[src/design/input_params.svh]
`ifndef INPUT_PARAMS_SVH
`define INPUT_PARAMS_SVH

// Game input field widths
`define NOTE_KEYS 7
`define ARROW_KEYS 4
`define USER_ID_W 4

// Flops in front of every asynchronous pin
`define SYNC_STAGES 2

// One PS/2 data byte
`define PS2_CODE_W 8

`endif

[src/design/ps2_types_pkg.sv]
`include "input_params.svh"

package ps2_types_pkg;

    // Receiver FSM, one state per field of the 11-bit frame
    typedef enum logic [1:0] {
        IDLE,
        DATA,
        PARITY,
        STOP
    } ps2_state_e;

    // Set-2 scan codes used by the game
    typedef enum logic [`PS2_CODE_W-1:0] {
        KEY_1        = 8'h16,
        KEY_2        = 8'h1e,
        KEY_3        = 8'h26,
        KEY_4        = 8'h25,
        KEY_5        = 8'h2e,
        KEY_6        = 8'h36,
        KEY_7        = 8'h3d,
        KEY_MINUS    = 8'h4e,
        KEY_PLUS     = 8'h55,
        PREFIX_EXT   = 8'he0,
        PREFIX_BREAK = 8'hf0,
        // Arrows only count behind an E0 prefix
        KEY_UP       = 8'h75,
        KEY_DOWN     = 8'h72,
        KEY_LEFT     = 8'h6b,
        KEY_RIGHT    = 8'h74
    } keycode_e;

endpackage

[src/design/user_input_pkg.sv]
`include "input_params.svh"

package user_input_pkg;

    // One frame worth of player input
    typedef struct packed {
        // Bit 0 up, 1 down, 2 left, 3 right
        logic [`ARROW_KEYS-1:0] arrow_keys;
        // Bit 0 is note 1
        logic [`NOTE_KEYS-1:0]  note_keys;
        logic                   oct_up;
        logic                   oct_down;
        logic [`USER_ID_W-1:0]  user_id;
    } user_input_t;

endpackage

[src/design/ps2_key_if.sv]
`timescale 1ns/100ps
`include "input_params.svh"

interface ps2_key_if;

    logic [`PS2_CODE_W-1:0] code;
    // Single-cycle strobe, no back-pressure
    logic                   valid;
    // F0 seen before this code
    logic                   released;
    // E0 seen before this code
    logic                   extended;

    modport tx (
        output code, valid, released, extended
    );

    modport rx (
        input code, valid, released, extended
    );

endinterface

[src/design/ps2_receiver.sv]
`timescale 1ns/100ps
`include "input_params.svh"

module ps2_receiver (
    input  logic   clk,
    input  logic   sys_rst,
    input  logic   ps2_clk,
    input  logic   ps2_data,
    ps2_key_if.tx  key,
    output logic   ps2_err
);
    import ps2_types_pkg::*;

    logic [`SYNC_STAGES-1:0] clk_sync;
    logic [`SYNC_STAGES-1:0] data_sync;
    logic                    clk_prev;
    logic                    clk_fall;
    logic                    data_s;

    ps2_state_e              state;
    logic [2:0]              bit_cnt;
    logic [`PS2_CODE_W-1:0]  shift_reg;
    logic                    parity_bit;
    logic                    frame_ok;
    logic                    ext_flag;
    logic                    brk_flag;

    // Both lines idle high, so the chains reset to ones
    always_ff @(posedge clk) begin
        if (sys_rst) begin
            clk_sync  <= '1;
            data_sync <= '1;
            clk_prev  <= 1'b1;
        end else begin
            clk_sync  <= {clk_sync[`SYNC_STAGES-2:0], ps2_clk};
            data_sync <= {data_sync[`SYNC_STAGES-2:0], ps2_data};
            clk_prev  <= clk_sync[`SYNC_STAGES-1];
        end
    end

    assign clk_fall = clk_prev & ~clk_sync[`SYNC_STAGES-1];
    assign data_s   = data_sync[`SYNC_STAGES-1];

    // Odd parity over data plus parity bit, stop bit must be high
    assign frame_ok = (^{shift_reg, parity_bit}) & data_s;

    always_ff @(posedge clk) begin
        if (sys_rst) begin
            state     <= IDLE;
            bit_cnt   <= '0;
            ext_flag  <= 1'b0;
            brk_flag  <= 1'b0;
            key.valid <= 1'b0;
            ps2_err   <= 1'b0;
        end else begin
            key.valid <= 1'b0;
            ps2_err   <= 1'b0;
            if (clk_fall) begin
                case (state)
                    IDLE: begin
                        // Start bit is low
                        if (!data_s) begin
                            state   <= DATA;
                            bit_cnt <= '0;
                        end
                    end
                    DATA: begin
                        // LSB arrives first
                        shift_reg <= {data_s, shift_reg[`PS2_CODE_W-1:1]};
                        bit_cnt   <= bit_cnt + 3'd1;
                        if (bit_cnt == 3'd7) begin
                            state <= PARITY;
                        end
                    end
                    PARITY: begin
                        parity_bit <= data_s;
                        state      <= STOP;
                    end
                    STOP: begin
                        state <= IDLE;
                        if (!frame_ok) begin
                            // Drop the frame and any pending prefix
                            ps2_err  <= 1'b1;
                            ext_flag <= 1'b0;
                            brk_flag <= 1'b0;
                        end else if (shift_reg == PREFIX_EXT) begin
                            ext_flag <= 1'b1;
                        end else if (shift_reg == PREFIX_BREAK) begin
                            brk_flag <= 1'b1;
                        end else begin
                            key.valid    <= 1'b1;
                            key.code     <= shift_reg;
                            key.released <= brk_flag;
                            key.extended <= ext_flag;
                            ext_flag     <= 1'b0;
                            brk_flag     <= 1'b0;
                        end
                    end
                    default: state <= IDLE;
                endcase
            end
        end
    end

    // A frame ends either as a key event or as an error, never both
    assert property (@(posedge clk) disable iff (sys_rst) !(key.valid && ps2_err));

    // Events and errors only in the cycle after a stop-bit falling edge
    assert property (@(posedge clk) disable iff (sys_rst)
        (key.valid || ps2_err) |-> $past(clk_fall && state == STOP));

endmodule

[src/design/keycode_mapper.sv]
`timescale 1ns/100ps

module keycode_mapper (
    input  logic                        clk,
    input  logic                        sys_rst,
    input  logic                        frame_tick,
    ps2_key_if.rx                       key,
    output user_input_pkg::user_input_t kbd_in
);
    import ps2_types_pkg::*;
    import user_input_pkg::*;

    keycode_e    code;
    user_input_t hit;
    user_input_t acc;

    assign code = keycode_e'(key.code);

    // Bits set by the event in this cycle; user_id stays zero
    always_comb begin
        hit = '0;
        if (key.valid && !key.released) begin
            if (key.extended) begin
                case (code)
                    KEY_UP:    hit.arrow_keys[0] = 1'b1;
                    KEY_DOWN:  hit.arrow_keys[1] = 1'b1;
                    KEY_LEFT:  hit.arrow_keys[2] = 1'b1;
                    KEY_RIGHT: hit.arrow_keys[3] = 1'b1;
                    default: ;
                endcase
            end else begin
                case (code)
                    KEY_1:     hit.note_keys[0] = 1'b1;
                    KEY_2:     hit.note_keys[1] = 1'b1;
                    KEY_3:     hit.note_keys[2] = 1'b1;
                    KEY_4:     hit.note_keys[3] = 1'b1;
                    KEY_5:     hit.note_keys[4] = 1'b1;
                    KEY_6:     hit.note_keys[5] = 1'b1;
                    KEY_7:     hit.note_keys[6] = 1'b1;
                    KEY_MINUS: hit.oct_down     = 1'b1;
                    KEY_PLUS:  hit.oct_up       = 1'b1;
                    default: ;
                endcase
            end
        end
    end

    // Sticky within a frame so short taps survive until the tick
    always_ff @(posedge clk) begin
        if (sys_rst) begin
            acc    <= '0;
            kbd_in <= '0;
        end else if (frame_tick) begin
            kbd_in <= acc;
            // Event on the tick cycle belongs to the new frame
            acc    <= hit;
        end else begin
            acc <= acc | hit;
        end
    end

endmodule

[src/design/board_sampler.sv]
`timescale 1ns/100ps
`include "input_params.svh"

module board_sampler (
    input  logic                        clk,
    input  logic                        sys_rst,
    input  logic                        frame_tick,
    input  logic [`ARROW_KEYS-1:0]      btn_arr,
    input  logic [`NOTE_KEYS-1:0]       btn_notes,
    input  logic                        btn_oct_up,
    input  logic                        btn_oct_down,
    input  logic [`USER_ID_W-1:0]       sw_user_id,
    output user_input_pkg::user_input_t board_in
);
    import user_input_pkg::*;

    user_input_t pins;
    user_input_t sync_q [`SYNC_STAGES];

    assign pins = '{
        arrow_keys: btn_arr,
        note_keys:  btn_notes,
        oct_up:     btn_oct_up,
        oct_down:   btn_oct_down,
        user_id:    sw_user_id
    };

    // Whole record moves through the chain, bits are independent
    always_ff @(posedge clk) begin
        if (sys_rst) begin
            for (int i = 0; i < `SYNC_STAGES; i++) begin
                sync_q[i] <= '0;
            end
            board_in <= '0;
        end else begin
            sync_q[0] <= pins;
            for (int i = 1; i < `SYNC_STAGES; i++) begin
                sync_q[i] <= sync_q[i-1];
            end
            if (frame_tick) begin
                board_in <= sync_q[`SYNC_STAGES-1];
            end
        end
    end

endmodule

[src/design/input_resolver.sv]
`timescale 1ns/100ps
`include "input_params.svh"

module input_resolver (
    input  logic                        clk,
    input  logic                        sys_rst,
    input  logic                        frame_tick,
    input  user_input_pkg::user_input_t kbd_in,
    input  user_input_pkg::user_input_t board_in,
    output user_input_pkg::user_input_t user_in,
    output user_input_pkg::user_input_t user_edge
);
    import user_input_pkg::*;

    logic [`ARROW_KEYS-1:0] arr_or;
    user_input_t            merged;
    user_input_t            edge_next;

    always_comb begin
        arr_or = kbd_in.arrow_keys | board_in.arrow_keys;
        // Keep the lowest set bit, which gives U over D over L over R
        merged.arrow_keys = arr_or & (~arr_or + 1'b1);
        merged.note_keys  = kbd_in.note_keys | board_in.note_keys;
        merged.oct_up     = kbd_in.oct_up | board_in.oct_up;
        merged.oct_down   = ~merged.oct_up & (kbd_in.oct_down | board_in.oct_down);
        // Switches are the only source of the player ID
        merged.user_id    = board_in.user_id;
    end

    // Rising bits against the record still held in user_in
    always_comb begin
        edge_next         = merged & ~user_in;
        edge_next.user_id = merged.user_id;
    end

    always_ff @(posedge clk) begin
        if (sys_rst) begin
            user_in   <= '0;
            user_edge <= '0;
        end else if (frame_tick) begin
            user_in   <= merged;
            user_edge <= edge_next;
        end
    end

    assert property (@(posedge clk) disable iff (sys_rst) $onehot0(user_in.arrow_keys));

    assert property (@(posedge clk) disable iff (sys_rst)
        !(user_in.oct_up && user_in.oct_down));

endmodule

[src/design/user_input_top.sv]
`timescale 1ns/100ps
`include "input_params.svh"

module user_input_top (
    input  logic                        clk,
    input  logic                        sys_rst,
    input  logic                        ps2_clk,
    input  logic                        ps2_data,
    input  logic [`ARROW_KEYS-1:0]      btn_arr,
    input  logic [`NOTE_KEYS-1:0]       btn_notes,
    input  logic                        btn_oct_up,
    input  logic                        btn_oct_down,
    input  logic [`USER_ID_W-1:0]       sw_user_id,
    input  logic                        frame_tick,
    output user_input_pkg::user_input_t user_in,
    output user_input_pkg::user_input_t user_edge,
    output logic                        ps2_err
);
    import user_input_pkg::*;

    user_input_t kbd_in;
    user_input_t board_in;

    ps2_key_if key_bus ();

    ps2_receiver u_ps2_receiver (
        .clk      (clk),
        .sys_rst  (sys_rst),
        .ps2_clk  (ps2_clk),
        .ps2_data (ps2_data),
        .key      (key_bus.tx),
        .ps2_err  (ps2_err)
    );

    keycode_mapper u_keycode_mapper (
        .clk        (clk),
        .sys_rst    (sys_rst),
        .frame_tick (frame_tick),
        .key        (key_bus.rx),
        .kbd_in     (kbd_in)
    );

    board_sampler u_board_sampler (
        .clk          (clk),
        .sys_rst      (sys_rst),
        .frame_tick   (frame_tick),
        .btn_arr      (btn_arr),
        .btn_notes    (btn_notes),
        .btn_oct_up   (btn_oct_up),
        .btn_oct_down (btn_oct_down),
        .sw_user_id   (sw_user_id),
        .board_in     (board_in)
    );

    // Registers one tick after the sources publish
    input_resolver u_input_resolver (
        .clk        (clk),
        .sys_rst    (sys_rst),
        .frame_tick (frame_tick),
        .kbd_in     (kbd_in),
        .board_in   (board_in),
        .user_in    (user_in),
        .user_edge  (user_edge)
    );

endmodule

[config.mk]
export PLATFORM = sky130hd
export DESIGN_NAME = user_input_top
export DESIGN_NICKNAME = d
export VERILOG_FILES = /design/src/design/ps2_types_pkg.sv /design/src/design/user_input_pkg.sv /design/src/design/ps2_key_if.sv /design/src/design/ps2_receiver.sv /design/src/design/keycode_mapper.sv /design/src/design/board_sampler.sv /design/src/design/input_resolver.sv /design/src/design/user_input_top.sv
export VERILOG_INCLUDE_DIRS = /design/src /design/src/design
export SDC_FILE = /design/constraint.sdc
export NUM_CORES = 1
export LEC_CHECK = 0
export BUFFER_PORTS_ARGS = -buffer_cell sky130_fd_sc_hd__buf_2
export CAP_MARGIN = 0
export CORE_MARGIN = 1
export CORE_UTILIZATION = 50
export CTS_CLUSTER_SIZE = 10
export DETAILED_ROUTE_END_ITERATION = 10
export PLACE_DENSITY = 0.7
export SLEW_MARGIN = 0
export SYNTH_ARGS = -nofsm -noshare
export SYNTH_HDL_FRONTEND = slang
export SYNTH_SLANG_ARGS = --single-unit
[constraint.sdc]
create_clock -name clk -period 2.3 [get_ports clk]
set_input_delay 0.46 -clock clk [delete_from_list [all_inputs] [get_ports clk]]
set_output_delay 0.46 -clock clk [all_outputs]
set_load 0.005 [all_outputs]
==> impl_metrics.py, run 1 <==
metrics = {
    "global_route": {
        "busiest_layer": "met2",
        "use_met3": 0.0559,
        "grt_use_met2": 0.274,
        "grt_pass1_vias": 2988,
        "grt_pass1_wl_mm": 13.9,
        "overflow": 0,
        "antenna_found_initial": 0,
        "grtUsageTotal": 0.180,
        "use_met1": 0.233,
        "grt_max_degree": 108,
    },
    "cts": {
        "cts.sink_count": 140,
        "cts_tree": "built",
        "clock_latency_ns": 0.52,
        "cts.path.max_buffers": 2,
        "hold_buffers": 0,
        "clk_pin_slew_worst_paths_ns": 0.06,
        "ctsResizeCount": 0,
        "cts_setup_buffers": 0,
        "cts-root-buf": "clkbuf_8",
        "cts-htree-levels": 4,
        "cts_buffers": 17,
    },
    "status": {
        "status": "completed",
    },
    "setup_path": {
        "critPathSlowestCell": "xnor3_2",
        "arrival_ns": 2.35,
        "cp_max_fo": 10,
        "reg2reg_from": "u_ps2_receiver.shift_reg[4]",
        "start_kind": "register",
        "ff2ff_path_depth": 4,
        "cp_data_required_time_ns": 2.50,
        "path_cells": "xnor2_1, xnor3_2, xnor2_2, and3_2",
        "timing.rr.end": "u_ps2_receiver.key.code[5]",
        "r2r_slack_ns": 0.15,
        "critPathKind": "reg -> reg",
        "endpoint_kind": "register",
        "critPathMaxStageDelay_ns": 0.51,
    },
    "worst_hold_path": {
        "min_from": "ps2_data",
        "holdPathEnd": "u_ps2_receiver.data_sync[0]",
        "hold_depth": 2,
        "min_path_type": "in -> reg",
    },
    "placed_design": {
        "dpl.cell_count": 621,
        "routabilityCongestion": 0.778,
        "port_buffers": 56,
        "dpl.hpwl_mm": 5.42,
    },
    "drt": {
        "wire_per_inst_um": 12.9,
        "wl_mm": 8.45,
        "vias_per_cell": 4.97,
        "drc": 0,
        "drt_pass1_iterations": 4,
        "ant_nets": 0,
        "initialDrtViolationCount": 157,
        "vias": 3248,
    },
    "timing": {
        "finalCritPeriodShare": 0.936,
        "rsz0062_at_grt": "no",
        "max_slew_margin": 0.633,
        "slew_viol_final": 0,
        "fin_skew_ns": 0.00800,
        "hold_violations": 0,
        "clock.fmax_mhz": 465,
        "holdWs_ns": 0.121,
        "period_minus_slack_ns": 2.15,
        "finalSetupTns_ns": 0,
        "worst_pin_slew_ns": 0.550,
        "finalSetupViolations": 0,
    },
    "finish": {
        "layoutNonFillerInstCount": 653,
        "post-route-util": 0.630,
        "antenna_cells": 0,
        "top_register": "u_board_sampler.sync_q",
        "biggestRegsByFlops": "u_board_sampler.sync_q: 34 flops, u_board_sampler.board_in: 17 flops, u_input_resolver.user_in: 17 flops",
        "fin_nets": 540,
        "final_common_cell": "dfxtp_1",
        "areaGrowthSynthToFinish_pct": 20.1,
        "drive_gt1_frac": 0.193,
        "largest_reg_flops": 34,
        "layout_common_cells": "dfxtp_1, nor2_1, buf_2, nor2b_1, mux2i_1",
    },
    "synth": {
        "ys_async_sr_fraction": 0,
        "syn_nets": 489,
        "ys_seq_elements": 140,
        "synth-edff-count": 19,
        "syn_area_mm2": 0.00494,
        "syn_inst": 460,
        "ys.flop_type": "dfxtp_1",
        "synth-seq-area-share": 0.606,
        "avgSynthCellArea_um2": 10.7,
        "yosysUniqueCellTypes": 44,
        "synth_warnings": 0,
    },
    "power": {
        "p_leak_uw": 0.00247,
        "p_per_area_mw_per_mm2": 925,
        "vdd_drop_max_mv": 0.545,
    },
    "floorplanning": {
        "die_x_um": 101,
        "num_rows": 35,
        "die_h_um": 101,
        "io_pins": 57,
        "coreArea_mm2": 0.00942,
        "initial_core_util": 0.525,
        "die-area_mm2": 0.0103,
    },
    "job": {
        "maxCapViolCount": 0,
    },
}
==> logic make-up (layout without fill, tap and decap cells) <==
family / count (synthesis) / after routing / share of synthesized area
AO/OA/AOI/OAI: 50 / 50 / 0.0676
flip-flops: 140 / 140 / 0.606
AND/OR/NAND/NOR: 186 / 186 / 0.187
buffers and inverters: 34 / 98 / 0.0306
multiplexers: 36 / 36 / 0.0729
XOR/XNOR: 7 / 7 / 0.0185
adder cells (fa/ha/maj): 7 / 7 / 0.0177
==> layer usage <==
| layer | wire [um] | vias up | part of all wire |
|---|---|---|---|
| met2 | 3880 | 70 | 0.46 |
| met1 | 4120 | 1494 | 0.49 |
| met4 | 89 | 0 | 0.011 |
| li1 | - | 1675 | - |
| met5 | 0 | - | 0 |
| met3 | 359 | 9 | 0.042 |
==> final cells by class <==
cell class | instances | area, um^2
clock inverters | 12 | 156
multi-input cells | 286 | 1800
repair buffers | 59 | 343
clock buffers | 20 | 457
inverters | 7 | 26.3
well taps | 129 | 161
flip-flops and latches | 140 | 2990
fillers | 746 | 3480
==> stage by stage <==
step                      total power [uW]  cell area (um^2)  setup slack, ns
final                                 5490              5930            0.147
after CTS                             5550              5930            0.186
after global placement                2780              5320            0.358
after floorplan                       2720              4940            0.443
after detailed placement              2780              5320            0.280
after global routing                  5680              5930           0.0395
==> worst max path at each step <==
| stage | to | slack [ns] | from |
|---|---|---|---|
| after detailed placement | u_ps2_receiver.key.extended | 0.28 | u_ps2_receiver.shift_reg[4] |
| final | u_ps2_receiver.key.code[5] | 0.15 | u_ps2_receiver.shift_reg[4] |
| after global routing | u_ps2_receiver.key.extended | 0.04 | u_ps2_receiver.shift_reg[4] |
| after global placement | u_ps2_receiver.key.code[1] | 0.36 | u_ps2_receiver.shift_reg[3] |
| after CTS | u_ps2_receiver.key.extended | 0.19 | u_ps2_receiver.shift_reg[4] |
| after floorplan | u_ps2_receiver.key.code[0] | 0.44 | u_ps2_receiver.shift_reg[4] |
==> synth_stat cells (7+ instances only) <==
library cell / count / area share
nor3_1: 14 / 0.014
clkbuf_1: 8 / 0.0061
dfxtp_1: 121 / 0.49
ha_1: 7 / 0.018
buf_1: 8 / 0.0061
edfxtp_1: 19 / 0.12
a211oi_1: 9 / 0.014
nand2_1: 18 / 0.014
buf_2: 7 / 0.0071
inv_1: 7 / 0.0053
mux2i_1: 36 / 0.073
a21oi_1: 23 / 0.023
nor2_1: 82 / 0.062
nor2b_1: 41 / 0.052
==> power breakdown <==
group          switching, uW  internal, uW
logic                   98.3          79.9
registers               23.8          2520
clock network           1010          1750
==> critical path, delay by kind of cell (launching register included) <==
family,cells,cell delay [ns]
and+or+nand+nor,1,0.37
xor gates and xnor gates,3,0.98
DFF,1,0.49
Power figures use the tool's default switching activity.
==> inputs of run 2 (changes only) <==
--- a/config.mk
+++ b/config.mk
@@ -15,3 +15,3 @@
 export PLACE_DENSITY = 0.7
-export SLEW_MARGIN = 0
+export SLEW_MARGIN = 5
 export SYNTH_ARGS = -nofsm -noshare
==> constraint.sdc (replaced) <==
create_clock -name clk -period 2.1 [get_ports clk]
set_input_delay 0.42 -clock clk [delete_from_list [all_inputs] [get_ports clk]]
set_output_delay 0.42 -clock clk [all_outputs]
set_load 0.02 [all_outputs]
==> impl_metrics.py, run 2 (synthesized netlist as in run 1, its figures left out) <==
metrics = {
    "setup_path": {
        "reg2reg_from": "u_ps2_receiver.shift_reg[4]",
        "cp_data_required_time_ns": 2.31,
        "endpoint_kind": "register",
        "critPathKind": "reg -> reg",
        "r2r_slack_ns": 0.14,
        "timing.rr.end": "u_ps2_receiver.key.released",
        "crit_path_start": "u_ps2_receiver.shift_reg[4]",
        "path_cells": "xnor2_1, xnor3_2, xnor2_2, and3_4",
        "start_kind": "register",
        "arrival_ns": 2.17,
        "ff2ff_path_depth": 4,
        "critPathSlowestCell": "xnor3_2",
        "critPathMaxStageDelay_ns": 0.49,
        "cp_max_fo": 10,
    },
    "cts": {
        "clock_latency_ns": 0.52,
        "hold_buffers": 0,
        "clk_pin_slew_worst_paths_ns": 0.06,
        "cts_buffers": 17,
        "ctsResizeCount": 0,
        "cts.sink_count": 140,
        "cts_setup_buffers": 0,
        "cts.path.max_buffers": 2,
        "cts-htree-levels": 4,
        "cts-root-buf": "clkbuf_8",
        "cts_tree": "built",
    },
    "finish": {
        "top_register": "u_board_sampler.sync_q",
        "final_common_cell": "dfxtp_1",
        "biggestRegsByFlops": "u_board_sampler.sync_q: 34 flops, u_board_sampler.board_in: 17 flops, u_input_resolver.user_in: 17 flops",
        "layoutNonFillerInstCount": 655,
        "areaGrowthSynthToFinish_pct": 18.5,
        "drive_gt1_frac": 0.196,
        "fin_nets": 542,
        "largest_reg_flops": 34,
        "fin_area_mm2": 0.00586,
        "antenna_cells": 0,
        "layout_common_cells": "dfxtp_1, nor2_1, buf_2, nor2b_1, mux2i_1",
    },
    "drt": {
        "drc": 0,
        "drt_pass1_iterations": 4,
        "wire_per_inst_um": 12.9,
        "initialDrtViolationCount": 146,
        "vias": 3256,
        "ant_nets": 0,
        "wl_mm": 8.42,
        "vias_per_cell": 4.97,
    },
    "worst_hold_path": {
        "min_path_type": "in -> reg",
        "min_from": "ps2_data",
        "hold_depth": 2,
        "holdPathEnd": "u_ps2_receiver.data_sync[0]",
    },
    "floorplanning": {
        "coreArea_mm2": 0.00942,
        "num_rows": 35,
        "die_h_um": 101,
        "die-area_mm2": 0.0103,
        "initial_core_util": 0.525,
        "die_x_um": 101,
        "io_pins": 57,
    },
    "timing": {
        "rsz0062_at_grt": "no",
        "clock.fmax_mhz": 511,
        "hold_violations": 0,
        "worst_pin_slew_ns": 0.491,
        "finalCritPeriodShare": 0.932,
        "period_minus_slack_ns": 1.96,
        "slew_viol_final": 0,
        "finalSetupTns_ns": 0,
        "max_slew_margin": 0.673,
        "fin_skew_ns": 0.00968,
        "finalSetupViolations": 0,
    },
    "placed_design": {
        "port_buffers": 56,
        "routabilityCongestion": 0.786,
        "dpl.hpwl_mm": 5.59,
        "dpl.cell_count": 623,
        "placed_area_mm2": 0.00531,
    },
    "global_route": {
        "antenna_found_initial": 0,
        "grt_pass1_wl_mm": 14.2,
        "grt_pass1_vias": 3096,
        "busiest_layer": "met2",
        "grtUsageTotal": 0.181,
        "use_met1": 0.235,
        "overflow": 0,
        "use_met3": 0.0642,
        "grt_max_degree": 117,
        "grt_use_met2": 0.282,
    },
    "power": {
        "p_per_area_mw_per_mm2": 974,
        "finalPower_uw": 5700,
        "vdd_drop_max_mv": 0.583,
        "p_leak_uw": 0.00242,
    },
    "status": {
        "status": "completed",
    },
    "job": {
        "maxCapViolCount": 0,
    },
}
run 2: cell types whose count changed in the layout (fill, tap and decap cells not counted), sizes merged:
cell,change
inv,+5
buf,+2
clkinvlp,+2
clkinv,-2
clkbuf,-2
bufinv,-3
run 2: layout make-up:
cell class | instances | area, um^2
inverter | 7 | 26.3
clock buffer | 18 | 418
sequential | 140 | 2990
timing repair buffer | 61 | 333
clock inverter | 14 | 125
tap | 129 | 161
multi-input combinational | 286 | 1800
fill | 770 | 3560
run 2: worst max-delay path by stage:
stage | endpoint | slack, ns | cells past startpoint
after global placement | u_ps2_receiver.key.code[4] | 0.13 | 4
after detailed placement | u_ps2_receiver.key.code[5] | 0.07 | 4
after global routing | u_ps2_receiver.key.released | 0.05 | 4
after floorplan | u_ps2_receiver.key.code[0] | 0.24 | 4
final | u_ps2_receiver.key.released | 0.14 | 4
after CTS | u_ps2_receiver.key.released | 0.06 | 4
run 2: power breakdown:
| group | switching (uW) | internal [uW] | leakage (uW) | total [uW] |
|---|---|---|---|---|
| logic | 124 | 85.2 | 0.00101 | 209 |
| clock network | 1210 | 1500 | 0.000256 | 2700 |
| registers | 24.9 | 2760 | 0.00116 | 2790 |
run 2: through the flow:
| step | utilization | setup WS [ns] | hold WS, ns |
|---|---|---|---|
| after floorplan | - | 0.243 | 0.389 |
| after global placement | 0.564 | 0.131 | 0.393 |
| after detailed placement | 0.564 | 0.0698 | 0.395 |
| after CTS | 0.622 | 0.0599 | 0.0566 |
| after global routing | 0.622 | 0.0480 | 0.0633 |
| final | 0.622 | 0.142 | 0.0823 |
run 2: critical path, delay by kind of cell (launching register included):
family | cells | cell delay, ns
xor+xnor | 3 | 0.90
flops | 1 | 0.46
simple gates | 1 | 0.31
run 2: routing by layer:
metal  vias to the layer above  share of wire
met1                      1507           0.49
met5                         -              0
li1                       1678              -
met2                        64           0.46
met3                         7          0.042
met4                         0         0.0078
==> inputs of run 3 (changes only) <==
Settings changed: PLACE_DENSITY 0.7 to 0.72.
==> impl_metrics.py, run 3 (synthesized netlist as in run 1, its figures left out) <==
metrics = {
    "setup_path": {
        "cp_data_required_time_ns": 2.31,
        "arrival_ns": 2.20,
        "endpoint_kind": "register",
        "crit_path_start": "u_ps2_receiver.shift_reg[4]",
        "timing.rr.end": "u_ps2_receiver.key.code[3]",
        "path_cells": "xnor2_1, xnor3_2, xnor2_2, and3_4",
        "crit_family": "XOR/XNOR gates",
        "start_kind": "register",
        "critPathSlowestCell": "xnor3_2",
        "path_depth": 4,
        "crit_buf_inv": 0,
        "critPathKind": "reg -> reg",
        "r2r_slack_ns": 0.10,
        "critPathMaxStageDelay_ns": 0.48,
        "reg2reg_from": "u_ps2_receiver.shift_reg[4]",
        "cp_max_fo": 10,
        "cp-endpoint": "u_ps2_receiver.key.code[3]",
        "ff2ff_path_depth": 4,
    },
    "timing": {
        "clock.fmax_mhz": 501,
        "period_minus_slack_ns": 2.00,
        "fin_skew_ns": 0.0114,
        "finalSetupViolations": 0,
        "hold_violations": 0,
        "worst_pin_slew_ns": 0.470,
        "finalSetupTns_ns": 0,
        "max_slew_margin": 0.686,
        "slew_viol_final": 0,
        "rsz0062_at_grt": "no",
        "finalCritPeriodShare": 0.950,
    },
    "finish": {
        "antenna_cells": 0,
        "drive_gt1_frac": 0.195,
        "areaGrowthSynthToFinish_pct": 20.0,
        "top_register": "u_board_sampler.sync_q",
        "fin_nets": 541,
        "largest_reg_flops": 34,
        "fin_area_mm2": 0.00593,
        "biggestRegsByFlops": "u_board_sampler.sync_q: 34 flops, u_board_sampler.board_in: 17 flops, u_input_resolver.user_in: 17 flops",
        "layout_common_cells": "dfxtp_1, nor2_1, buf_2, nor2b_1, mux2i_1",
        "final_common_cell": "dfxtp_1",
    },
    "cts": {
        "clk_pin_slew_worst_paths_ns": 0.06,
        "clock_latency_ns": 0.51,
        "cts.path.max_buffers": 2,
        "ctsResizeCount": 0,
        "cts_buffers": 17,
        "cts.sink_count": 140,
        "cts-root-buf": "clkbuf_8",
        "hold_buffers": 0,
        "cts_tree": "built",
        "cts_setup_buffers": 0,
        "cts-htree-levels": 4,
    },
    "floorplanning": {
        "coreArea_mm2": 0.00942,
        "num_rows": 35,
        "die_x_um": 101,
        "die_h_um": 101,
        "initial_core_util": 0.525,
        "io_pins": 57,
        "die-area_mm2": 0.0103,
    },
    "global_route": {
        "grt_pass1_vias": 2982,
        "grtUsageTotal": 0.186,
        "antenna_found_initial": 0,
        "grt_pass1_wl_mm": 14.5,
        "grt_max_degree": 117,
        "overflow": 0,
    },
    "drt": {
        "wire_per_inst_um": 13.6,
        "drc": 0,
        "initialDrtViolationCount": 106,
        "vias_per_cell": 5.08,
        "wl_mm": 8.88,
        "vias": 3315,
        "drt_pass1_iterations": 4,
        "ant_nets": 0,
    },
    "power": {
        "vdd_drop_max_mv": 0.662,
        "p_per_area_mw_per_mm2": 1020,
        "p_leak_uw": 0.00246,
    },
    "status": {
        "status": "completed",
    },
    "worst_hold_path": {
        "min_path_type": "in -> reg",
    },
    "placed_design": {
        "placed_area_mm2": 0.00531,
        "dpl.hpwl_mm": 5.60,
        "routabilityCongestion": 0.766,
        "port_buffers": 56,
    },
    "job": {
        "maxCapViolCount": 0,
    },
}
[run 3: cell type report]
| type | instances | area [um^2] |
|---|---|---|
| Clock inverter | 14 | 194 |
| Fill cell | 767 | 3490 |
| Sequential cell | 140 | 2990 |
| Inverter | 7 | 26.3 |
| Multi-Input combinational cell | 286 | 1800 |
| Timing Repair Buffer | 60 | 338 |
| Clock buffer | 17 | 414 |
| Tap cell | 129 | 161 |
[run 3: layer usage]
metal  global-route usage  vias to the layer above  wire (um)  part of all wire
met5                    0                        -          0                 0
met2                0.292                       68       4220              0.48
li1                     -                     1674          -                 -
met4               0.0702                        0         68            0.0077
met3               0.0545                        7        297             0.033
met1                0.244                     1566       4290              0.48
[run 3: worst min path at each step]
stage,start,endpoint,slack (ns),depth (start not counted)
floorplan,u_ps2_receiver.clk_sync[0],u_ps2_receiver.clk_sync[1],0.39,1
global placement,u_ps2_receiver.data_sync[0],u_ps2_receiver.data_sync[1],0.40,1
detailed placement,u_ps2_receiver.data_sync[0],u_ps2_receiver.data_sync[1],0.40,1
CTS,ps2_data,u_ps2_receiver.data_sync[0],0.07,2
global route,ps2_clk,u_ps2_receiver.clk_sync[0],0.07,2
finish,ps2_data,u_ps2_receiver.data_sync[0],0.08,2
[run 3: worst reg2reg max path: stages (launching register included)]
cell      delay (ns)
edfxtp_1        0.47
xnor2_1         0.19
xnor3_2         0.48
xnor2_2         0.24
and3_4          0.31
[run 3: report_power, final]
part	internal, uW	switching, uW	total [uW]	leakage [uW]
combinational	86.6	127	213	0.00101
clock	1930	1110	3040	0.000292
sequential	2760	27.2	2790	0.00116
[run 3: per-stage QoR]
| step | util | setup slack [ns] | hold WS (ns) | total power (uW) | cells |
|---|---|---|---|---|---|
| after CTS | 0.629 | 0.0411 | 0.0653 | 6100 | 653 |
| after detailed placement | 0.564 | 0.0279 | 0.396 | 3060 | 622 |
| after global routing | 0.629 | 0.0285 | 0.0674 | 6260 | 653 |
| after floorplan | - | 0.243 | 0.389 | 2990 | 460 |
| after global placement | 0.564 | 0.133 | 0.397 | 3050 | 622 |
| final | 0.629 | 0.105 | 0.0846 | 6050 | 653 |
